<file path="src/icache_macros.svh">
// Cache geometry and physical address width macros
`ifndef ICACHE_MACROS_SVH
`define ICACHE_MACROS_SVH

// Four ways
`define IC_WAYS_WIDTH 2

// 64 sets
`define IC_SETS_WIDTH 6

`define IC_PADDR_LEN 32

// Eight 64-bit beats per line
`define IC_BEATS_WIDTH 3

// 64-byte lines
`define IC_LINE_OFFSET 6

`endif

</file>
<file path="src/icache_pkg.sv">
// Shared cache types, the fetch address union and the exception cause enum
`default_nettype none
`include "icache_macros.svh"

package icache_pkg;

  typedef logic [`IC_PADDR_LEN-1:0] paddr_t;

  typedef logic [`IC_SETS_WIDTH-1:0]         set_idx_t;
  typedef logic [`IC_BEATS_WIDTH-1:0]        beat_idx_t;
  typedef logic [`IC_WAYS_WIDTH-1:0]         way_idx_t;
  typedef logic [(1 << `IC_WAYS_WIDTH)-1:0]  way_mask_t;

  typedef logic [63:0] dword_t;
  typedef logic [31:0] instr_t;

  // Tag excludes set index and line offset bits
  typedef struct packed {
    logic [`IC_PADDR_LEN-`IC_SETS_WIDTH-`IC_LINE_OFFSET-1:0] tag;
    logic                                                    valid;
  } tag_entry_t;

  // One fetch address seen either as a raw word or as cache fields
  typedef union packed {
    paddr_t raw;
    struct packed {
      logic [`IC_PADDR_LEN-`IC_SETS_WIDTH-`IC_LINE_OFFSET-1:0] tag;
      set_idx_t                                                set_idx;
      beat_idx_t                                               beat_idx;
      logic                                                    half;
      logic [1:0]                                              byte_off;
    } fields;
  } ic_addr_u;

  typedef enum logic [3:0] {
    ExcNone             = 4'd0,
    ExcInstrAccessFault = 4'd1
  } exc_cause_e;

endpackage

`default_nettype wire

</file>
<file path="src/ic_tag_match.sv">
// Tag compare, hit vector, way choice and pseudo-FIFO victim pointer
`default_nettype none
`include "icache_macros.svh"

module ic_tag_match (
  input  wire logic                   clk_i,
  input  wire logic                   rst_ni,
  input  wire icache_pkg::tag_entry_t tags_i [1 << `IC_WAYS_WIDTH],
  input  wire icache_pkg::ic_addr_u   addr_i,
  input  wire logic                   advance_i,
  output icache_pkg::way_mask_t       hit_o,
  output icache_pkg::way_idx_t        way_o
);
  import icache_pkg::*;

  localparam int unsigned NumWays = 1 << `IC_WAYS_WIDTH;

  way_idx_t fifo_ptr_q;

  always_ff @(posedge clk_i or negedge rst_ni) begin
    if (!rst_ni) begin
      fifo_ptr_q <= '0;
    end else if (advance_i) begin
      fifo_ptr_q <= fifo_ptr_q + 1'b1;
    end
  end

  // Priority: lowest hit, then lowest empty way, then FIFO pointer
  always_comb begin
    hit_o = '0;
    way_o = fifo_ptr_q;
    for (int i = NumWays - 1; i >= 0; i--) begin
      hit_o[i] = tags_i[i].valid && (tags_i[i].tag == addr_i.fields.tag);
      if (!tags_i[i].valid) begin
        way_o = way_idx_t'(i);
      end
    end
    for (int i = NumWays - 1; i >= 0; i--) begin
      if (hit_o[i]) begin
        way_o = way_idx_t'(i);
      end
    end
  end

endmodule

`default_nettype wire

</file>
<file path="config.mk">
export PLATFORM = sky130hd
export DESIGN_NAME = ic_tag_match
export DESIGN_NICKNAME = d
export VERILOG_FILES = /design/src/icache_pkg.sv /design/src/ic_tag_match.sv
export VERILOG_INCLUDE_DIRS = /design/src /design/src/src
export SDC_FILE = /design/constraint.sdc
export NUM_CORES = 1
export LEC_CHECK = 0
export ABC_AREA = 0
export BUFFER_PORTS_ARGS = -buffer_cell sky130_fd_sc_hd__buf_2
export CORE_ASPECT_RATIO = 1.4
export CORE_UTILIZATION = 39
export DETAILED_ROUTE_END_ITERATION = 7
export PLACE_DENSITY_LB_ADDON = 0.05
export SLEW_MARGIN = 20
export SYNTH_ARGS = -nofsm -noshare
export SYNTH_HDL_FRONTEND = slang
export SYNTH_SLANG_ARGS = --single-unit
</file>
<file path="constraint.sdc">
create_clock -name clk_i -period 3.3 [get_ports clk_i]
set_clock_uncertainty 0.1 [all_clocks]
set_input_delay 0.495 -clock clk_i [delete_from_list [all_inputs] [get_ports clk_i]]
set_output_delay 0.495 -clock clk_i [all_outputs]
set_load 0.1 [all_outputs]
</file>
==> reports/qor.txt <==
status: finished, final reports clean
maximum vdd ir drop: 0.349 mV
diode count: 0
Mapped Cells: 158
commonest non-fill, non-tap cell in the layout: buf_2
relative slew slack: 64.7%
Clock Root Buffer: clkbuf_8
Place WS: 0.387 ns
Worst Max-Slew Pin Slew: 0.523 ns
# nets final: 395
Period minus WS final: 2.91 ns
average wire per standard cell: 14.4 um
Avg Synthesized Cell Area: 7.90 um^2
setup bufs post-CTS: 0
fraction of registers with async set/reset: 100%
hold path startpoint: fifo_ptr_q[1]$_DFFE_PN0P_
# hold bufs at CTS: 1
EDFF count, synth: 0
row cnt: 23
worst reg2reg path endpoint: fifo_ptr_q[1]$_DFFE_PN0P_
launch point of the worst reg-to-reg path: fifo_ptr_q[0]$_DFFE_PN0P_
fraction of layout cells with a size suffix above 1: 44.5%
Placeable Area: 2960 um^2
final setup margin: 0.391 ns
Top FF cell, synth: dfrtp_1
number of global-route vias before repair: 1537
gpl congestion: 0.885
Fin Hold WS: 0.359 ns
startpoint types: primary input
leakage: 0.893 nW
Fin. Hold Viols: 0
Total GRT Usage: 27.2%
Synth Register Bits: 2
Worst Setup SP: addr_i[18]
CTS tree: done
die area: 3430 um^2
Area contributors post-synth: xor2_1, xnor2_1, nor4_1
Crit Path Class: in2out
Reg clk slew, reported paths: 0.03 ns
CTS Buffer Depth: 2
Yosys warning count: 0
biggest regs: fifo_ptr_q (2)
DRT Wirelength: 4490 um
Final Setup Violations: 0
Yosys top cell area share: 37.9%
Yosys top cell by area: xor2_1
Layout Cells excl Fill: 311
DIE WIDTH: 49.8 um
dpl hpwl: 3880 um
WHS Path Cells: 1
Ports: 125
Req. time, crit path: 2.70 ns
r2r worst-path depth: 2
Worst R2R Setup Slack: 2.53 ns
Critical Path AT: 2.31 ns
Reg area: 50.0 um^2
RSZ-0062 raised after global routing: no
# port buffers: 112
total nets after synthesis: 277
Initial Utilization: 42.1%
total grt overflow: 0
Multi-input gate area: 1200 um^2
H-tree depth: 1
critical path fanouts, max: 4
fmax: 344 MHz
Clk Latency, worst-skew pair: 0.21 ns
Placed Instances: 307
Fillers: 312
first-pass GRT wire length: 6870 um
Area Growth Syn to Fin: 53.7%
post-cts repair resize count: 0
Detailed Route Iter0 Violations: 31
largest net degree at the start of global routing: 5
Sink Count: 2
ANT nets after route: 0
Power per Cell Area: 216 nW/um^2
drt pass-1 iters: 4
share of the yosys chip area belonging to registers: 4.01%
Slew Limit Fails: 0
DR DRC count: 0
final worst path period share: 88.2%
endpoint of the worst hold path: fifo_ptr_q[1]$_DFFE_PN0P_
area of the mapped netlist: 1250 um^2
Vias: 1607
most flop-heavy register: fifo_ptr_q
Worst Hold Class: reg2reg
Final Power: 0.414 mW
Via density: 5.17
most frequent cells in the layout: buf_2, xor2_1, xnor2_1, nor4_1, nand4_1
MaxCap Viol Count: 0
post-route setup TNS: 0 ns
Worst Setup End Kind: output pin
antenna violations before repair: 0
height of the die: 68.9 um
Synth cell types: 24
clock buffer count from CTS: 3
Largest register FFs: 2
==> routing by layer <==
metal	track usage (%)	vias up	wire, um	part of all wire, %
met4	5.71	0	38	0.85
met1	31.9	716	1880	42
li1	-	813	-	-
met5	0	-	0	0
met3	2.41	4	239	5.3
met2	53.0	74	2330	52
==> cells in the mapped netlist (2+ instances only) <==
cell type	instances
xor2_1	54
dfrtp_1	2
nand3b_1	2
and4_1	2
nor4_1	19
nor3_1	8
nand2_1	9
nand4_1	12
nand3_1	4
xnor2_1	28
nor4b_1	3
inv_1	3
==> area by class of cell <==
| class | count | share of cell area (%) |
|---|---|---|
| Sequential cell | 2 | 2.61 |
| Clock buffer | 3 | 2.15 |
| Inverter | 3 | 0.587 |
| Multi-Input combinational cell | 153 | 62.5 |
| Tap cell | 37 | 2.42 |
| Timing Repair Buffer | 113 | 29.8 |
==> report_power, final <==
| group | internal [mW] | leakage, nW | switching (mW) |
|---|---|---|---|
| Sequential | 0.0379 | 0.0233 | 0.00875 |
| Combinational | 0.125 | 0.848 | 0.148 |
| Clock | 0.0770 | 0.0216 | 0.0175 |
==> cells by family after synthesis <==
family                    after synthesis  synth area share (%)
buffers and inverters                   3                 0.903
AOI/OAI and AO/OA                       4                  2.91
DFF                                     2                  4.01
and+or+nand+nor                        67                  34.6
xor gates and xnor gates               82                  57.6
==> metrics by stage <==
stage	cell area (um^2)	utilization [%]
global route	1920	64.7
CTS	1920	64.7
global placement	1870	62.9
detailed placement	1870	62.9
floorplan	1260	-
finish	1920	64.7
==> worst max-delay path by stage <==
stage / end / slack, ns / cells after the start
after floorplan: way_o[1] / -0.27 / 5
after global placement: way_o[1] / 0.39 / 7
after detailed placement: way_o[1] / 0.39 / 7
after CTS: way_o[0] / 0.39 / 7
after global routing: way_o[0] / 0.28 / 7
final: way_o[0] / 0.39 / 7
==> worst max-delay path, cell delays in order <==
cell,delay [ns]
buf_2,0.14
xnor2_1,0.22
nand2_1,0.09
nor4b_1,0.50
nand2_1,0.14
a311oi_2,0.26
buf_2,0.47
No activity file was read; power rests on OpenSTA's default activity.
