`src/icache_macros.svh`:
```
// Cache geometry and physical address width macros
`ifndef ICACHE_MACROS_SVH
`define ICACHE_MACROS_SVH

// Four ways
`define IC_WAYS_WIDTH 2

// 64 sets
`define IC_SETS_WIDTH 6

`define IC_PADDR_LEN 32

// Eight 64-bit beats per line
`define IC_BEATS_WIDTH 3

// 64-byte lines
`define IC_LINE_OFFSET 6

`endif

```
`src/icache_pkg.sv`:
```
// Shared cache types, the fetch address union and the exception cause enum
`default_nettype none
`include "icache_macros.svh"

package icache_pkg;

  typedef logic [`IC_PADDR_LEN-1:0] paddr_t;

  typedef logic [`IC_SETS_WIDTH-1:0]         set_idx_t;
  typedef logic [`IC_BEATS_WIDTH-1:0]        beat_idx_t;
  typedef logic [`IC_WAYS_WIDTH-1:0]         way_idx_t;
  typedef logic [(1 << `IC_WAYS_WIDTH)-1:0]  way_mask_t;

  typedef logic [63:0] dword_t;
  typedef logic [31:0] instr_t;

  // Tag excludes set index and line offset bits
  typedef struct packed {
    logic [`IC_PADDR_LEN-`IC_SETS_WIDTH-`IC_LINE_OFFSET-1:0] tag;
    logic                                                    valid;
  } tag_entry_t;

  // One fetch address seen either as a raw word or as cache fields
  typedef union packed {
    paddr_t raw;
    struct packed {
      logic [`IC_PADDR_LEN-`IC_SETS_WIDTH-`IC_LINE_OFFSET-1:0] tag;
      set_idx_t                                                set_idx;
      beat_idx_t                                               beat_idx;
      logic                                                    half;
      logic [1:0]                                              byte_off;
    } fields;
  } ic_addr_u;

  typedef enum logic [3:0] {
    ExcNone             = 4'd0,
    ExcInstrAccessFault = 4'd1
  } exc_cause_e;

endpackage

`default_nettype wire

```
`src/ic_refill.sv`:
```
// Grant beat counter that writes a refilled line into the chosen way
`default_nettype none
`include "icache_macros.svh"

module ic_refill (
  input  wire logic                   clk_i,
  input  wire logic                   rst_ni,
  input  wire logic                   start_i,
  input  wire icache_pkg::ic_addr_u   line_i,
  input  wire icache_pkg::way_idx_t   way_i,
  input  wire logic                   mem_d_valid_i,
  input  wire icache_pkg::dword_t     mem_d_data_i,
  input  wire logic                   mem_d_denied_i,
  output logic                        mem_d_ready_o,
  output icache_pkg::way_mask_t       wr_ways_o,
  output icache_pkg::set_idx_t        wr_set_o,
  output icache_pkg::beat_idx_t       wr_beat_o,
  output logic                        wr_tag_en_o,
  output logic                        wr_data_en_o,
  output icache_pkg::tag_entry_t      wr_tag_o,
  output icache_pkg::dword_t          wr_data_o,
  output logic                        last_o,
  output logic                        denied_o
);
  import icache_pkg::*;

  logic      active_q;
  logic      beat_fire;
  beat_idx_t beat_q;
  way_idx_t  way_q;

  assign mem_d_ready_o = active_q;
  assign beat_fire     = active_q && mem_d_valid_i;

  always_ff @(posedge clk_i or negedge rst_ni) begin
    if (!rst_ni) begin
      active_q <= 1'b0;
      beat_q   <= '0;
    end else if (start_i) begin
      active_q <= 1'b1;
      beat_q   <= '0;
    end else if (beat_fire) begin
      beat_q <= beat_q + 1'b1;
      if (&beat_q) begin
        active_q <= 1'b0;
      end
    end
  end

  // Victim pointer moves on start, so keep the way chosen at that time
  always_ff @(posedge clk_i) begin
    if (start_i) begin
      way_q <= way_i;
    end
  end

  assign wr_ways_o    = way_mask_t'(1) << way_q;
  assign wr_set_o     = line_i.fields.set_idx;
  assign wr_beat_o    = beat_q;
  assign wr_data_o    = mem_d_data_i;
  assign wr_data_en_o = beat_fire && !mem_d_denied_i;

  // Tag becomes valid only with the final beat
  assign last_o          = beat_fire && (&beat_q);
  assign wr_tag_en_o     = last_o && !mem_d_denied_i;
  assign wr_tag_o.tag    = line_i.fields.tag;
  assign wr_tag_o.valid  = 1'b1;
  assign denied_o        = last_o && mem_d_denied_i;

endmodule

`default_nettype wire

```
`config.mk`:
```
export PLATFORM = sky130hd
export DESIGN_NAME = ic_refill
export DESIGN_NICKNAME = d
export VERILOG_FILES = /design/src/icache_pkg.sv /design/src/ic_refill.sv
export VERILOG_INCLUDE_DIRS = /design/src /design/src/src
export SDC_FILE = /design/constraint.sdc
export NUM_CORES = 1
export LEC_CHECK = 0
export BUFFER_PORTS_ARGS = -buffer_cell sky130_fd_sc_hd__buf_2
export CAP_MARGIN = 20
export CORE_AREA = 2 2 81 83
export DETAILED_ROUTE_END_ITERATION = 16
export DIE_AREA = 0 0 83 85
export GPL_ROUTABILITY_DRIVEN = 0
export SETUP_SLACK_MARGIN = 0.4
export SYNTH_ARGS = -nofsm -noshare
export SYNTH_HDL_FRONTEND = slang
export SYNTH_SLANG_ARGS = --single-unit
```
`constraint.sdc`:
```
create_clock -name clk_i -period 2.2 [get_ports clk_i]
set_input_delay 0.22 -clock clk_i [delete_from_list [all_inputs] [get_ports clk_i]]
set_output_delay 0.22 -clock clk_i [all_outputs]
set_load 0.02 [all_outputs]
```
==> impl_results.md <==
- Worst reg-to-reg setup slack: around 1.0 ns
- Largest stage delay, worst path: 0.40 ns
- Routed WL per cell: between 15 and 20 um
- Largest net degree at the start of global routing: 9
- Status: complete, no violations
- DRT Pass-1 Iters: 3
- Worst path slowest cell: dfrtp_1
- MaxCap Viol Count: 0
- Most common cell after layout, fill and taps aside: buf_2
- Placed insts: 124
- Ys async rst share: 0.667
- Final worst-path cycle share: 0.775
- First-pass GRT wire length: between 2000 and 3000 um
- Leakage: between 0.0002 and 0.0003 uW
- Tot GR Track Use: 0.0499
- Crit path DAT: 1.49 ns
- Top FF cell, synth: dfrtp_1
- RR Endpoint: wr_beat_o[2]
- Fin nets: roughly 160
- Yosys Warn Count: 0
- Clock share of power: 0.489
- Crit path max fanout: 4
- Overall power: 356 uW
- Peak Freq: between 0.5 and 0.6 GHz
- Worst-path clk slew: around 0.04 ns
- WL final: between 1500 and 2000 um
- Synth unique cells: 17
- ANT cells: 0
- Area of the multi-input gates: around 160 um^2
- Critical Path Source: wr_beat_o[0]
- H-Tree Level Count: 1
- Drt via density: approximately 3.2
- IO Count: 206
- Syn avg cell area: around 8.4 um^2
- Die height: approximately 85 um
- Count of pins over their slew limit: 0
- Critical path class: register to output pin
- Final ANT Viol Nets: 0
- Worst min path class: input pin to register
- CTS sink count: 6
- Crit-path most repeated cell: ha_1
- Power share of the combinational group: 0.149
- Core area: approximately 0.0062 mm^2
- Sw power: 84.5 uW
- Commonest non-fill, non-tap cells in the layout: 18 x buf_2, 4 x nor2b_1, 4 x dfrtp_1
- Synth Instances: 120
- Crit. End Element: output pin
- Final Setup Violations: 0
- Sequential share of power: 0.363
- WP data required: 1.98 ns
- Hold buffers post-CTS: 1
- Number of DRC markers in iteration 0: 3
- Crit-path cells: ha_1 > ha_1 > and3_1 > and2b_1 > buf_2
- Post-synth net total: roughly 230
- Power per cell area: between 600 and 700 mW/mm^2
- Clock Skew: around 0.00036 ns
- Clk_lat worst skew: about 0.22 ns
- Post-CTS resize count: 0
- Post-synth EDFFs: 2
- Register area: about 160 um^2
- RSZ-0062 raised after global routing: false
- R2R depth: 4
- Tmin final: ~1.7 ns
- Via count: 410
- Setup bufs post-CTS: 0
- Initial core utilization: 0.162
- Antenna violations before repair: 0
- Die Wd: approximately 83 um
- Rows: 29
- Hold Path Depth: 1
- CTS root buffer: clkbuf_8
- Hpwl dp: around 1700 um
- Vias in the first global route: 430
- IO Port Bufs: 18
- Max VDD drop: around 0.00032 V
- Layout area overhead: -43.9%
- Mapped cell area: just over 0.001 mm^2
- CTS Buf Count: 3
- Finished Layout Cells: 129
- P_int: roughly 270 uW
- Share of cells above drive strength 1: 0.481
- Fill cell count: between 700 and 800
- Grt ovf: 0
- Post-synthesis sequential area ratio: 0.159
- Total die area: 0.00706 mm^2
- Reg2reg start: wr_beat_o[0]
- Switch share: 0.238
- Worst Setup Start Kind: register
- Final Hold Viols: 0
- CTS tree: yes
- Longest Clk Path Bufs: 2
- FF+latch count, synth: 6
- Crit path to: wr_tag_en_o
- Sum Neg Setup Slack: 0 ns
- DRC viols: 0
stage by stage:
stage	worst slack [ns]	hold WS (ns)	area [um^2]	utilization
after floorplan	0.646	-0.0756	1010	-
after global placement	0.720	0.0334	509	0.0821
after detailed placement	0.728	0.0346	509	0.0821
after CTS	0.470	0.175	564	0.0909
after global routing	0.404	0.177	564	0.0909
final	0.494	0.176	564	0.0909
power groups by stage:
stage	clock network [uW]	logic, uW	registers, uW
floorplan	0	266	133
global route	185	57.8	130
CTS	176	53.6	129
finish	174	52.9	129
detailed placement	0	52.1	131
global placement	0	51.0	130
worst min-delay path by stage:
stage / startpoint / to / slack (ns)
4_1_cts: way_i[1] / way_q[1] / 0.17
3_3_place_gp: rst_ni / wr_beat_o[0] / 0.03
6_report: way_i[1] / way_q[1] / 0.18
3_5_place_dp: rst_ni / wr_beat_o[0] / 0.03
2_1_floorplan: rst_ni / mem_d_ready_o / -0.08
5_1_grt: way_i[1] / way_q[1] / 0.18
layout make-up:
class,instances,share of cell area
multi-input cells,23,0.288
clock buffers,4,0.0798
flip-flops and latches,6,0.284
repair buffers,19,0.177
well taps,77,0.171
per-layer routing:
| metal | routed length [um] | vias up | track usage |
|---|---|---|---|
| met1 | 334 | 162 | 0.0223 |
| met4 | 246 | 0 | 0.0790 |
| met5 | 0 | - | 0.0140 |
| met3 | 566 | 24 | 0.0603 |
| li1 | - | 145 | - |
| met2 | 803 | 79 | 0.0660 |
synth_stat cells, types with 2 or more instances:
| cell type | instances | area (um^2) |
|---|---|---|
| buf_4 | 91 | 683 |
| dfrtp_1 | 4 | 100 |
| nor2b_1 | 4 | 25.0 |
| a21bo_2 | 2 | 20.0 |
| a21oi_1 | 2 | 10.0 |
| and2_1 | 2 | 12.5 |
| edfxtp_1 | 2 | 60.1 |
| ha_1 | 2 | 25.0 |
| nand3_1 | 2 | 10.0 |
| nor2_1 | 2 | 7.51 |
state kept, by name (all words and copies together), names as in the netlist:
| name | cells |
|---|---|
| wr_beat_o | 3 |
| mem_d_ready_o | 1 |
| way_q | 2 |
cell families (layout without fill, tap and decap cells):
kind of cell               after synthesis  in the layout  share of synthesized area
AOI/OAI and AO/OA                        5              5                     0.0373
adders and majority gates                2              2                     0.0249
buffers and inverters                   91             23                      0.679
DFF                                      6              6                      0.159
muxes                                    1              1                     0.0149
other                                    1              1                    0.00373
and+or+nand+nor                         14             14                     0.0808
worst max-delay path, delay by kind of cell (launching register included):
kind | cells | cell delay (ns)
adders and majority gates | 2 | 0.40
buffers and inverters | 1 | 0.15
DFF | 1 | 0.40
and+or+nand+nor | 2 | 0.31
(Power assumes the default switching activity.)
