===== src/icache_macros.svh =====
// Cache geometry and physical address width macros
`ifndef ICACHE_MACROS_SVH
`define ICACHE_MACROS_SVH

// Four ways
`define IC_WAYS_WIDTH 2

// 64 sets
`define IC_SETS_WIDTH 6

`define IC_PADDR_LEN 32

// Eight 64-bit beats per line
`define IC_BEATS_WIDTH 3

// 64-byte lines
`define IC_LINE_OFFSET 6

`endif


===== src/icache_pkg.sv =====
// Shared cache types, the fetch address union and the exception cause enum
`default_nettype none
`include "icache_macros.svh"

package icache_pkg;

  typedef logic [`IC_PADDR_LEN-1:0] paddr_t;

  typedef logic [`IC_SETS_WIDTH-1:0]         set_idx_t;
  typedef logic [`IC_BEATS_WIDTH-1:0]        beat_idx_t;
  typedef logic [`IC_WAYS_WIDTH-1:0]         way_idx_t;
  typedef logic [(1 << `IC_WAYS_WIDTH)-1:0]  way_mask_t;

  typedef logic [63:0] dword_t;
  typedef logic [31:0] instr_t;

  // Tag excludes set index and line offset bits
  typedef struct packed {
    logic [`IC_PADDR_LEN-`IC_SETS_WIDTH-`IC_LINE_OFFSET-1:0] tag;
    logic                                                    valid;
  } tag_entry_t;

  // One fetch address seen either as a raw word or as cache fields
  typedef union packed {
    paddr_t raw;
    struct packed {
      logic [`IC_PADDR_LEN-`IC_SETS_WIDTH-`IC_LINE_OFFSET-1:0] tag;
      set_idx_t                                                set_idx;
      beat_idx_t                                               beat_idx;
      logic                                                    half;
      logic [1:0]                                              byte_off;
    } fields;
  } ic_addr_u;

  typedef enum logic [3:0] {
    ExcNone             = 4'd0,
    ExcInstrAccessFault = 4'd1
  } exc_cause_e;

endpackage

`default_nettype wire


===== src/ic_fetch_ctrl.sv =====
// Fetch request FSM, array read issue, memory request and CPU responses
`default_nettype none
`include "icache_macros.svh"

module ic_fetch_ctrl (
  input  wire logic                  clk_i,
  input  wire logic                  rst_ni,
  input  wire logic                  req_valid_i,
  input  wire logic [63:0]           req_pc_i,
  input  wire logic                  req_flush_i,
  input  wire icache_pkg::way_mask_t hit_i,
  input  wire icache_pkg::way_idx_t  way_i,
  input  wire icache_pkg::dword_t    rd_data_i [1 << `IC_WAYS_WIDTH],
  input  wire logic                  sweep_done_i,
  input  wire logic                  sweep_busy_i,
  input  wire logic                  mem_a_ready_i,
  input  wire logic                  refill_last_i,
  input  wire logic                  refill_denied_i,
  output logic                       resp_valid_o,
  output icache_pkg::instr_t         resp_instr_o,
  output logic                       resp_exception_o,
  output icache_pkg::exc_cause_e     resp_ex_code_o,
  output logic                       rd_req_o,
  output icache_pkg::ic_addr_u       addr_o,
  output logic                       advance_o,
  output logic                       refill_start_o,
  output logic                       sweep_start_o,
  output logic                       refill_holds_o,
  output logic                       mem_a_valid_o,
  output icache_pkg::paddr_t         mem_a_address_o
);
  import icache_pkg::*;

  typedef enum logic [2:0] {
    StIdle,
    StFetch,
    StReplay,
    StFill,
    StFlush,
    StExc
  } state_e;

  state_e   state_q, state_d;
  ic_addr_u addr_q, addr_d;
  logic     req_sent_q, req_sent_d;
  logic     canonical;
  dword_t   hit_beat;

  // Upper bits including the top physical bit must be clear
  assign canonical = ~|req_pc_i[63:`IC_PADDR_LEN-1];

  // Next address drives the array read and, once stable, the compare
  assign addr_o = addr_d;

  //////////////////////////////////////////////////
  // Responses and memory request
  //////////////////////////////////////////////////

  assign hit_beat         = rd_data_i[way_i];
  assign resp_instr_o     = addr_q.fields.half ? hit_beat[63:32] : hit_beat[31:0];
  assign resp_exception_o = (state_q == StExc);
  assign resp_ex_code_o   = resp_exception_o ? ExcInstrAccessFault : ExcNone;

  assign refill_holds_o  = (state_q == StFill);
  assign mem_a_valid_o   = (state_q == StFill) && !req_sent_q;
  assign mem_a_address_o = {addr_q.raw[`IC_PADDR_LEN-1:`IC_LINE_OFFSET],
                            {`IC_LINE_OFFSET{1'b0}}};

  //////////////////////////////////////////////////
  // Request FSM
  //////////////////////////////////////////////////

  always_comb begin
    state_d        = state_q;
    addr_d         = addr_q;
    req_sent_d     = req_sent_q;
    resp_valid_o   = 1'b0;
    rd_req_o       = 1'b0;
    advance_o      = 1'b0;
    refill_start_o = 1'b0;
    sweep_start_o  = 1'b0;

    case (state_q)
      StFetch: begin
        if (|hit_i) begin
          resp_valid_o = 1'b1;
          state_d      = StIdle;
        end else begin
          // Refill latches the victim before the pointer moves
          advance_o      = 1'b1;
          refill_start_o = 1'b1;
          req_sent_d     = 1'b0;
          state_d        = StFill;
        end
      end
      StReplay: begin
        rd_req_o = 1'b1;
        state_d  = StFetch;
      end
      StFill: begin
        if (mem_a_valid_o && mem_a_ready_i) begin
          req_sent_d = 1'b1;
        end
        if (refill_last_i) begin
          state_d = refill_denied_i ? StExc : StReplay;
        end
      end
      StFlush: begin
        if (sweep_done_i) begin
          state_d = StReplay;
        end
      end
      StExc: begin
        resp_valid_o = 1'b1;
        state_d      = StIdle;
      end
      default: ;
    endcase

    if (req_valid_i) begin
      addr_d.raw = req_pc_i[`IC_PADDR_LEN-1:0];
      if (!canonical) begin
        state_d = StExc;
      end else if (req_flush_i) begin
        sweep_start_o = 1'b1;
        state_d       = StFlush;
      end else if (sweep_busy_i) begin
        // Wait out the sweep, then replay
        state_d = StFlush;
      end else begin
        rd_req_o = 1'b1;
        state_d  = StFetch;
      end
    end
  end

  always_ff @(posedge clk_i or negedge rst_ni) begin
    if (!rst_ni) begin
      state_q    <= StIdle;
      req_sent_q <= 1'b0;
    end else begin
      state_q    <= state_d;
      req_sent_q <= req_sent_d;
    end
  end

  always_ff @(posedge clk_i) begin
    addr_q <= addr_d;
  end

endmodule

`default_nettype wire


===== config.mk =====
export PLATFORM = sky130hd
export DESIGN_NAME = ic_fetch_ctrl
export DESIGN_NICKNAME = d
export VERILOG_FILES = /design/src/icache_pkg.sv /design/src/ic_fetch_ctrl.sv
export VERILOG_INCLUDE_DIRS = /design/src /design/src/src
export SDC_FILE = /design/constraint.sdc
export NUM_CORES = 1
export LEC_CHECK = 0
export ABC_AREA = 1
export BUFFER_PORTS_ARGS = -buffer_cell sky130_fd_sc_hd__buf_4
export CAP_MARGIN = 5
export CORE_AREA = 2 2 173 175
export CTS_CLUSTER_DIAMETER = 150
export CTS_CLUSTER_SIZE = 10
export DETAILED_ROUTE_END_ITERATION = 16
export DIE_AREA = 0 0 175 177
export PLACE_DENSITY = 0.48
export SLEW_MARGIN = 40
export SYNTH_ARGS = -nofsm -noshare
export SYNTH_HDL_FRONTEND = slang
export SYNTH_SLANG_ARGS = --single-unit

===== constraint.sdc =====
create_clock -name clk_i -period 2.4 [get_ports clk_i]
set_clock_uncertainty 0.05 [all_clocks]
set_input_delay 0 -clock clk_i [delete_from_list [all_inputs] [get_ports clk_i]]
set_output_delay 0 -clock clk_i [all_outputs]
set_load 0.02 [all_outputs]

==> impl_metrics.toml <==
[clocking]
clockBufferDepth = 2
clk_latency_ns = 0.28
ctsResizeCount = 0
tritoncts = "yes"
clkTransAtPathRegs_ns = 0.06
cts-root-buf = "clkbuf_16"
clock-sinks = 36
cts_setup_buffers = 0
h-tree-depth = 2
cts_hold_buffers = 34
cts_buffers = 5

[yosys]
synth-seq-area-share = 0.186
synthTopCellsByArea = "nand2_1, dfxtp_1, mux2i_1"
netlist_area_um2 = 3980
ys_ff_latch = 36
synthAdderAreaFrac = 0.00314
synth_cells = 660
synth-simple-area-share = 0.313
synth_cell_types = 27
yosys.area.top_type = "nand2_1"
yosys_warnings = 0
muxShareOfSynthArea = 0.161
synth_top_family_by_area = "simple AND/OR/NAND/NOR gates"
syn_area_per_cell_um2 = 6.03
yosys.area.top_type_share = 0.203
synth-xor-area-share = 0
synth_compound_area_frac = 0.190

[die]
start_util = 0.136
die_w_um = 175
fp.dieH_um = 177
rows = 63
core_area_um2 = 29200
die_area_um2 = 31000
boundaryPins = 443

[sta]
setup_ws_ns = 0.798
final.period_utilization = 0.668
setup_violations = 0
finalHoldViolCount = 0
finalCriticalPeriod_ns = 1.60
tns_ns = 0
rsz0062_at_grt = "false"
timing.final.max_slew_violations = 0
fmax_ghz = 0.624

[critical_path]
crit_path_start_kind = "flip-flop"
worstPathArrival_ns = 1.73
path_max_fanout = 7
critPathKind = "flip-flop to flip-flop"
end_kind = "flip-flop"
reg2reg_depth = 9
cp_data_required_time_ns = 2.53

[status]
outcome = "complete, no violations"

[worst_hold_path]
hold_depth = 5
hold_path.class = "input port to flip-flop"

[routing]
drt-initial-drc-count = 189
vias = 5932
viasPerCell = 4.06
drc = 0
wl_per_cell_um = 16.2
routed_wl_um = 23700
drt-pass1-iter-count = 5
ant_nets = 0

[layout]
most-common-layout-cells = "buf_4, nand2_1, nor2_1"
mostFrequentLayoutCell = "buf_4"
synthToLayoutAreaGrowth_pct = 97.2
nNetsFinal = 1406
diodes = 0
design_area_um2 = 7850
final_layout_size_suffix_gt1_frac = 0.428
layout.cells.non_filler = 1461

[global_route]
antenna_found_initial = 0
grt_max_degree = 54
grt_pass1_vias = 6035
grt_usage = 0.143
grt_remaining_overflow = 0
grt_pass1_wl_um = 34400

[power]
p_int_mw = 2.00
total_power_mw = 3.21
peakVddDrop_mv = 0.366
powerDensity_nw_per_um2 = 408
p_leak_nw = 4.16
switching_power_mw = 1.20
pwr-share-clk = 0.236
switching_share = 0.375
seqPwrFrac = 0.226
pwr-share-comb = 0.538

[placed_design]
dp_worst_setup_slack_ns = 0.781
place_area_um2 = 7350
dp_hpwl_um = 19400
numPlacedInstances = 1419
port_buffers = 433
gp_congestion = 0.843

[run]
drv_cap = 0
-- cell families after synthesis --
logic type | Yosys count
AOI/OAI and AO/OA | 135
adders and majority gates | 1
buffers and inverters | 98
DFF | 36
muxes | 64
other | 1
and+or+nand+nor | 325
-- per-layer routing --
metal,track usage,wire (um),up-vias
met5,0,0,-
met3,0.0423,2150,10
li1,-,-,2981
met4,0.0233,207,0
met2,0.275,12300,282
met1,0.157,9030,2659
-- power groups by stage --
stage	logic (mW)	clock network (mW)	registers, mW
after global placement	1.69	0	0.734
after CTS	1.75	0.779	0.725
after floorplan	0.879	0	0.721
after detailed placement	1.70	0	0.738
final	1.72	0.758	0.725
after global routing	1.88	0.803	0.733
-- synth_stat cells, drive strengths merged --
cell	instances
inv	13
buf	61
a21oi	2
nand2	215
and3	1
dfrtp	4
o22ai	64
nand3	9
a31oi	1
conb	1
nand4	1
ha	1
clkbuf	24
dfxtp	32
o21ai	68
nor2	97
mux2i	64
nand3b	2
-- sequential cells by signal, summed over array words and instances (netlist names) --
register / flops
req_sent_q: 1
state_q: 3
addr_q: 32
-- through the flow --
step | hold WS, ns | utilization
6_report | 0.0351 | 0.269
3_3_place_gp | -0.248 | 0.251
4_1_cts | 0.0334 | 0.269
3_5_place_dp | -0.248 | 0.251
2_1_floorplan | -0.346 | -
5_1_grt | 0.0540 | 0.269
-- final timing paths --
kind | to | slack (ns) | from
max | state_q[0] | 0.80 | state_q[2]
min | state_q[2] | 0.04 | sweep_busy_i
max reg2reg | state_q[0] | 0.80 | state_q[2]
min reg2reg | addr_q[4] | 0.39 | addr_q[4]
max in group asynchronous | state_q[2] | 2.11 | rst_ni
min in group asynchronous | req_sent_q | 0.09 | rst_ni
-- worst max-delay path, cell delays in order, from the launching register on --
cell and delay (ns):
dfrtp_1 0.47, inv_1 0.13, ha_1 0.34, nor2_1 0.06
a21oi_1 0.17, nand2_1 0.07, nand2_1 0.06, inv_1 0.04
nand2_1 0.06, nand2_1 0.04
-- final cells by class --
class                      count  area, um^2
tap                          390         488
clock buffer                   5         125
multi-input combinational    534        2690
sequential                    36         742
timing repair buffer         480        3720
clock inverter                 3        42.5
fill                        3268       21400
inverter                      13        48.8
No activity file was read; power rests on OpenSTA's default activity.
