`config.mk`:
```
export PLATFORM = sky130hd
export DESIGN_NAME = ic_sweep
export DESIGN_NICKNAME = d
export VERILOG_FILES = /design/src/icache_pkg.sv /design/src/ic_sweep.sv
export VERILOG_INCLUDE_DIRS = /design/src /design/src/src
export SDC_FILE = /design/constraint.sdc
export NUM_CORES = 1
export LEC_CHECK = 0
export ABC_AREA = 1
export BUFFER_PORTS_ARGS = -buffer_cell sky130_fd_sc_hd__buf_4
export CORE_MARGIN = 2
export CORE_UTILIZATION = 40
export DETAILED_ROUTE_END_ITERATION = 8
export PLACE_DENSITY_LB_ADDON = 0.12
export SLEW_MARGIN = 5
export SYNTH_ARGS = -nofsm -noshare
export SYNTH_HDL_FRONTEND = slang
export SYNTH_SLANG_ARGS = --single-unit
export TNS_END_PERCENT = 50
```
`constraint.sdc`:
```
create_clock -name clk_i -period 1.27 [get_ports clk_i]
set_clock_uncertainty 0.05 [all_clocks]
set_input_delay 0.127 -clock clk_i [delete_from_list [all_inputs] [get_ports clk_i]]
set_output_delay 0.127 -clock clk_i [all_outputs]
set_load 0.1 [all_outputs]
```
`src/icache_macros.svh`:
```
// Cache geometry and physical address width macros
`ifndef ICACHE_MACROS_SVH
`define ICACHE_MACROS_SVH

// Four ways
`define IC_WAYS_WIDTH 2

// 64 sets
`define IC_SETS_WIDTH 6

`define IC_PADDR_LEN 32

// Eight 64-bit beats per line
`define IC_BEATS_WIDTH 3

// 64-byte lines
`define IC_LINE_OFFSET 6

`endif

```
`src/icache_pkg.sv`:
```
// Shared cache types, the fetch address union and the exception cause enum
`default_nettype none
`include "icache_macros.svh"

package icache_pkg;

  typedef logic [`IC_PADDR_LEN-1:0] paddr_t;

  typedef logic [`IC_SETS_WIDTH-1:0]         set_idx_t;
  typedef logic [`IC_BEATS_WIDTH-1:0]        beat_idx_t;
  typedef logic [`IC_WAYS_WIDTH-1:0]         way_idx_t;
  typedef logic [(1 << `IC_WAYS_WIDTH)-1:0]  way_mask_t;

  typedef logic [63:0] dword_t;
  typedef logic [31:0] instr_t;

  // Tag excludes set index and line offset bits
  typedef struct packed {
    logic [`IC_PADDR_LEN-`IC_SETS_WIDTH-`IC_LINE_OFFSET-1:0] tag;
    logic                                                    valid;
  } tag_entry_t;

  // One fetch address seen either as a raw word or as cache fields
  typedef union packed {
    paddr_t raw;
    struct packed {
      logic [`IC_PADDR_LEN-`IC_SETS_WIDTH-`IC_LINE_OFFSET-1:0] tag;
      set_idx_t                                                set_idx;
      beat_idx_t                                               beat_idx;
      logic                                                    half;
      logic [1:0]                                              byte_off;
    } fields;
  } ic_addr_u;

  typedef enum logic [3:0] {
    ExcNone             = 4'd0,
    ExcInstrAccessFault = 4'd1
  } exc_cause_e;

endpackage

`default_nettype wire

```
`src/ic_sweep.sv`:
```
// Set counter that invalidates every way after reset or on flush
`default_nettype none
`include "icache_macros.svh"

module ic_sweep (
  input  wire logic                   clk_i,
  input  wire logic                   rst_ni,
  input  wire logic                   start_i,
  output icache_pkg::way_mask_t       wr_ways_o,
  output icache_pkg::set_idx_t        wr_set_o,
  output logic                        wr_tag_en_o,
  output icache_pkg::tag_entry_t      wr_tag_o,
  output logic                        busy_o,
  output logic                        done_o
);
  import icache_pkg::*;

  logic     busy_q;
  logic     done_q;
  set_idx_t set_q;

  // Comes out of reset already sweeping
  always_ff @(posedge clk_i or negedge rst_ni) begin
    if (!rst_ni) begin
      busy_q <= 1'b1;
      done_q <= 1'b0;
      set_q  <= '0;
    end else begin
      done_q <= 1'b0;
      if (start_i) begin
        busy_q <= 1'b1;
        set_q  <= '0;
      end else if (busy_q) begin
        set_q <= set_q + 1'b1;
        if (&set_q) begin
          busy_q <= 1'b0;
          done_q <= 1'b1;
        end
      end
    end
  end

  assign wr_ways_o   = '1;
  assign wr_set_o    = set_q;
  assign wr_tag_en_o = busy_q;
  assign wr_tag_o    = '0;
  assign busy_o      = busy_q;
  assign done_o      = done_q;

endmodule

`default_nettype wire

```
==> results.md, run 1 <==
- Status: finished with violations
- Failing checks: setup timing
- Port Buf Inserts: 11
- Sequential fraction of the synthesis area: 34.4%
- First-pass GRT wire length: 1520 um
- Vias per cell: 4.24
- Post-Syn Area: 586 sq um
- Most common cell in the synthesized netlist: buf_4
- Die area: 0.00179 sq mm
- Share of power burned in registers: 26.9%
- Initial core utilization: 43.9%
- Diodes inserted: 0
- DRT iter0 DRCs: 2
- Reg2Reg Depth: 3
- Cell taking the most area after synthesis: buf_4
- Cells after DPL: 95
- Met1 wire length: 370 um
- Cells along the critical path: buf_12
- GPL Wtd Cong: 0.774
- Worst-skew pair later-pin latency: 260 ps
- WL met2: 472 um
- # fillers: 138
- Longest Clk Path Bufs: 2
- Combinational cell fraction of total power: 57.9%
- Power density over cell area: 2120 mW/mm^2
- Crit path max fanout: 6
- VDD IR max: 1.25 mV
- Highest Clock Rate: 0.771 GHz
- Root Driver: clkbuf_4
- Sink Count: 8
- Met3 wire length: 84 um
- Vias: 428
- Post-route antenna net violation count: 0
- Total gr overflow: 0
- Endpoints failing hold: 0
- # rows: 13
- CP top delay family: flip-flops
- Slowest stage delay, CP: 670 ps
- Crit Reg-Reg Startpoint: busy_o
- RSZ-0062 raised after global routing: true
- Crit share post-route: 102%
- Crit Path Class: register to output port
- DRC viols: 0
- CP max stage cell: dfstp_4
- Mapped Cells: 72
- FF+latch count, synth: 8
- Yosys cell types: 18
- WP depth: 1
- DP HPWL: 734 um
- Number of flops mapped to enable cells by yosys: 0
- Largest net degree at the start of global routing: 10
- Crit path buffers/inverters: 1
- Clk pwr share: 15.2%
- RR Endpoint: wr_set_o[0]
- Crit path to: busy_o
- Initial antenna violation count: 0
- Critical path data arrival time: 1120 ps
- Top Layer Used: met4
- Vias in the first global route: 339
- Mean Syn Cell Area: 8.13 sq um
- # nets final: 91
- Wire per inst: 9.41 um
- Reg2reg setup slack: 30 ps
- DR pass1 iterations: 4
- Crit path from: busy_o
- Max Cap Violations: 0
- Worst min path class: input pin to asynchronous set/reset pin
- CP endpoint kind: output port
- Area growth from synthesis to layout: 12.6%
- Die extent in y: 42.3 um
- Pint: 544 uW
- Ys flop type: dfrtp_1
- Final Max Tran Viols: 0
- Total CTS buffers: 3
- # setup viols final: 2
- Fin area: 659 sq um
- Synth async-reset ratio: 100%
- DIE WIDTH: 42.3 um
- Synth warn: 0
- WP data required: 1090 ps
- Top cell type's share of synthesized area: 33.3%
- Core area: 0.00133 sq mm
- Leak: 0.000340 uW
- Psw: 856 uW
- Setup ws final: -26.4 ps
- I/O pins: 37
- Reg clk slew, reported paths: 60 ps
- CTS tree: done
- CTS HTree Levels: 1
- Layout Cells excl Fill: 101
- Largest cells by area after synthesis: buf_4, dfrtp_1, nand3_1, dfstp_2, nand2_1
- GRT Total Usage: 12.0%
- Placed Instance Area: 594 sq um
- Switch share: 61.1%
- Minimum clock period: 1300 ps
- Synth cell count leaders: buf_4, dfrtp_1, nand2_1
- Routed Wire Length: 950 um
- Crit start category: register
- Share of cells above drive strength 1: 30.2%
metrics by stage:
step           setup slack, ps  utilization, %  total power [uW]  TNS, ps  hold WS (ps)
3_3_place_gp               107            44.6              1190        0         -96.2
2_1_floorplan             -111               -              1140     -273          -219
4_1_cts                  -43.2            49.4              1410    -86.1           166
3_5_place_dp              83.2            44.6              1190        0         -98.5
5_1_grt                  -63.7            49.4              1460     -202           192
6_report                 -26.4            49.4              1400    -52.4           167
state kept, by name, indices dropped and copies added (netlist names):
name	flops
done_o	1
wr_set_o	6
busy_o	1
metal layers:
layer | global-route usage [%] | vias up
met3 | 5.17 | 4
met2 | 18.2 | 25
li1 | - | 205
met5 | 0 | -
met1 | 13.8 | 194
met4 | 7.50 | 0
worst min-delay path by stage:
| stage | cells after the start | slack (ps) | endpoint |
|---|---|---|---|
| 3_3_place_gp | 1 | -100 | wr_set_o[1] |
| 3_5_place_dp | 1 | -100 | wr_set_o[1] |
| 5_1_grt | 2 | 190 | wr_set_o[1] |
| 2_1_floorplan | 0 | -220 | done_o |
| 6_report | 2 | 170 | wr_set_o[1] |
| 4_1_cts | 2 | 170 | wr_set_o[1] |
cells by family (layout without fill, tap and decap cells):
group,after synthesis,count (layout),share of synthesized area (%)
buffers and inverters,31,22,36.5
and+or+nand+nor,24,24,20.1
DFF,8,8,34.4
AOI/OAI and AO/OA,6,6,5.56
other,2,25,1.28
adders and majority gates,1,1,2.14
power groups by stage:
stage / clock, uW / combinational (uW) / sequential, uW
3_3_place_gp: 0 / 808 / 378
3_5_place_dp: 0 / 810 / 381
5_1_grt: 236 / 842 / 387
4_1_cts: 221 / 813 / 377
2_1_floorplan: 0 / 476 / 668
6_report: 212 / 811 / 376
placed cells by master, fill, tap and decap left out, types with 2 or more instances in the layout:
cell type and count:
nand3_1 6, nand2_1 7, a21oi_1 5, dfrtp_2 4
buf_12 2, nor2_1 6, dfrtp_4 2, inv_1 3
conb_1 25, clkbuf_4 3, buf_4 9
final cells by class:
cell class	count	area [sq um]	share of cell area, %
sequential	8	218	33.0
tap	15	18.8	2.85
multi-input combinational	56	256	38.9
inverter	5	18.8	2.85
timing repair buffer	13	121	18.4
clock buffer	4	26.3	3.98
timing repair:
action / 4_1_cts / 5_1_grt
hold buffers: 1 / 0
setup endpoints to repair: 2 / 5
resized for setup: 6 / 0
endpoints found under the hold margin: 8 / 0
setup buffers: 1 / 0
No activity file was read; power rests on OpenSTA's default activity.
==> inputs of run 2 (changes only) <==
--- a/config.mk
+++ b/config.mk
@@ -11,7 +11,7 @@
 export CORE_MARGIN = 2
 export CORE_UTILIZATION = 40
 export DETAILED_ROUTE_END_ITERATION = 8
-export PLACE_DENSITY_LB_ADDON = 0.12
+export PLACE_DENSITY = 0.84
 export SLEW_MARGIN = 5
 export SYNTH_ARGS = -nofsm -noshare
 export SYNTH_HDL_FRONTEND = slang
==> results.md, run 2 (synthesis gave the netlist of run 1 again) <==
- Status: finished with violations
- Failing checks: setup timing
- Share of power burned in registers: 26.5% (-0.4 points)
- Root Driver: clkbuf_4
- Vias in the first global route: 357 (+5.3%)
- I/O pins: 37 (unchanged)
- Area taken by multi-input logic gates: 256 sq um (unchanged)
- Total CTS buffers: 3 (unchanged)
- CTS tree: done
- Largest net degree at the start of global routing: 10 (unchanged)
- Crit start category: register
- Crit path buffers/inverters: 1 (unchanged)
- Power density over cell area: 2130 mW/mm^2 (+0.28%)
- Reg clk slew, reported paths: 60 ps (about the same)
- VDD IR max: 1.28 mV (+2.4%)
- Layout Cells excl Fill: 101 (unchanged)
- Core area: 0.00133 sq mm (unchanged)
- # nets final: 91 (unchanged)
- Cells along the critical path: buf_12
- DRC viols: 0 (unchanged)
- RSZ-0062 raised after global routing: true
- DRT iter0 DRCs: 8 (+6)
- Post-route antenna net violation count: 0 (unchanged)
- Wire per inst: 9.50 um (+1.1%)
- Initial antenna violation count: 0 (unchanged)
- Register Area: 218 sq um (unchanged)
- Switch share: 61.4% (+0.21 points)
- Most frequent cells in the layout: conb_1, buf_4, nand2_1, nand3_1, nor2_1
- # fillers: 130 (-5.8%)
- Max Cap Violations: 0 (unchanged)
- CP max stage cell: dfstp_4
- WP data required: 1090 ps (about the same)
- Diodes inserted: 0 (unchanged)
- Setup ws final: -47.3 ps (-20.9 ps)
- Leak: 0.000343 uW (+0.87%)
- CP endpoint kind: output port
- Die area: 0.00179 sq mm (unchanged)
- Area growth from synthesis to layout: 13.2%
- CTS HTree Levels: 1 (unchanged)
- Most common library cell in the layout ignoring fill and taps: conb_1
- Psw: 866 uW (+1.2%)
- Cells after DPL: 95 (unchanged)
- Placed Instance Area: 594 sq um (unchanged)
- Vias per cell: 4.22 (-0.47%)
- Hold_ws: 159 ps (-8.14 ps)
- DR pass1 iterations: 4 (unchanged)
- Routed Wire Length: 960 um (+1.1%)
- Longest Clk Path Bufs: 2 (unchanged)
- Share of cells above drive strength 1: 31.4% (+1.2 points)
- # setup viols final: 2 (unchanged)
- Total gr overflow: 0 (unchanged)
- Critical path data arrival time: 1140 ps (+20 ps)
- Minimum clock period: 1320 ps (+20.9 ps)
- Port Buf Inserts: 11 (unchanged)
- Crit Path Class: register to output port
- Initial core utilization: 43.9% (unchanged)
- Crit share post-route: 104% (+1.6 points)
- Largest register FFs: 6 (unchanged)
- Highest Clock Rate: 0.759 GHz (-1.6%)
- CP top delay family: flip-flops
- Die extent in y: 42.3 um (unchanged)
- Clk pwr share: 15.9% (+0.7 points)
- # rows: 13 (unchanged)
- Vias: 426 (-0.47%)
- Slowest stage delay, CP: 680 ps (about the same)
- Sink Count: 8 (unchanged)
- Pint: 545 uW (+0.30%)
- DP HPWL: 728 um (-0.76%)
- Combinational cell fraction of total power: 57.6% (-0.3 points)
- Worst min path class: input pin to asynchronous set/reset pin
- Worst-skew pair later-pin latency: 270 ps (about the same)
- Fin area: 663 sq um (+0.57%)
- First-pass GRT wire length: 1440 um (-5.5%)
- DIE WIDTH: 42.3 um (unchanged)
- Final Max Tran Viols: 0 (unchanged)
- GPL Wtd Cong: 0.898 (+16%)
- Crit path max fanout: 7 (+1)
- Endpoints failing hold: 0 (unchanged)
- GRT Total Usage: 10.9% (-1.1 points)
run 2: changes by cell type in the layout (fill, tap and decap cells not counted):
| cell | before | now |
|---|---|---|
| buf_1 | 1 | 0 |
| buf_4 | 9 | 10 |
run 2: per-layer routing:
metal | global-route usage [%] | vias up | wire length (um)
met5 | 0 | - | 0
met4 | 7.50 | 0 | 14
met3 | 3.02 | 2 | 115
met2 | 18.8 | 33 | 459
met1 | 11.2 | 188 | 371
li1 | - | 203 | -
run 2: final cells by class:
type                       count  share of cell area (%)
timing repair buffer          13                    18.9
tap                           15                    2.83
sequential                     8                    32.8
multi-input combinational     56                    38.7
clock buffer                   4                    3.96
inverter                       5                    2.83
run 2: metrics by stage:
step	total power [uW]	setup WS, ps	utilization [%]	setup TNS (ps)
after floorplan	1140	-111	-	-273
after global placement	1180	120	44.6	0
after detailed placement	1190	88.4	44.6	0
after CTS	1420	-49.6	49.7	-99.2
after global routing	1450	-53.5	49.7	-123
final	1410	-47.3	49.7	-93.8
run 2: worst paths after layout:
check / cells after the start / to / slack, ps / startpoint
max: 1 / wr_tag_en_o / -50 / busy_o
min: 2 / wr_set_o[4] / 160 / rst_ni
max reg2reg: 5 / wr_set_o[5] / 60 / busy_o
min reg2reg: 3 / wr_set_o[4] / 490 / wr_set_o[4]
max in group asynchronous: 2 / busy_o / 800 / rst_ni
min in group clk_i: 4 / wr_set_o[4] / 240 / start_i
run 2: repair_timing:
action                                  4_1_cts  5_1_grt
endpoints found under the hold margin         8        0
setup buffers                                 1        0
gates resized for setup                       6        0
endpoints found under the setup margin        2        4
hold buffers                                  1        0
run 2: power groups by stage:
stage	clock, uW	combinational, uW	sequential (uW)
floorplan	0	476	668
global placement	0	803	378
detailed placement	0	809	377
CTS	231	813	373
global route	235	835	381
finish	225	813	373
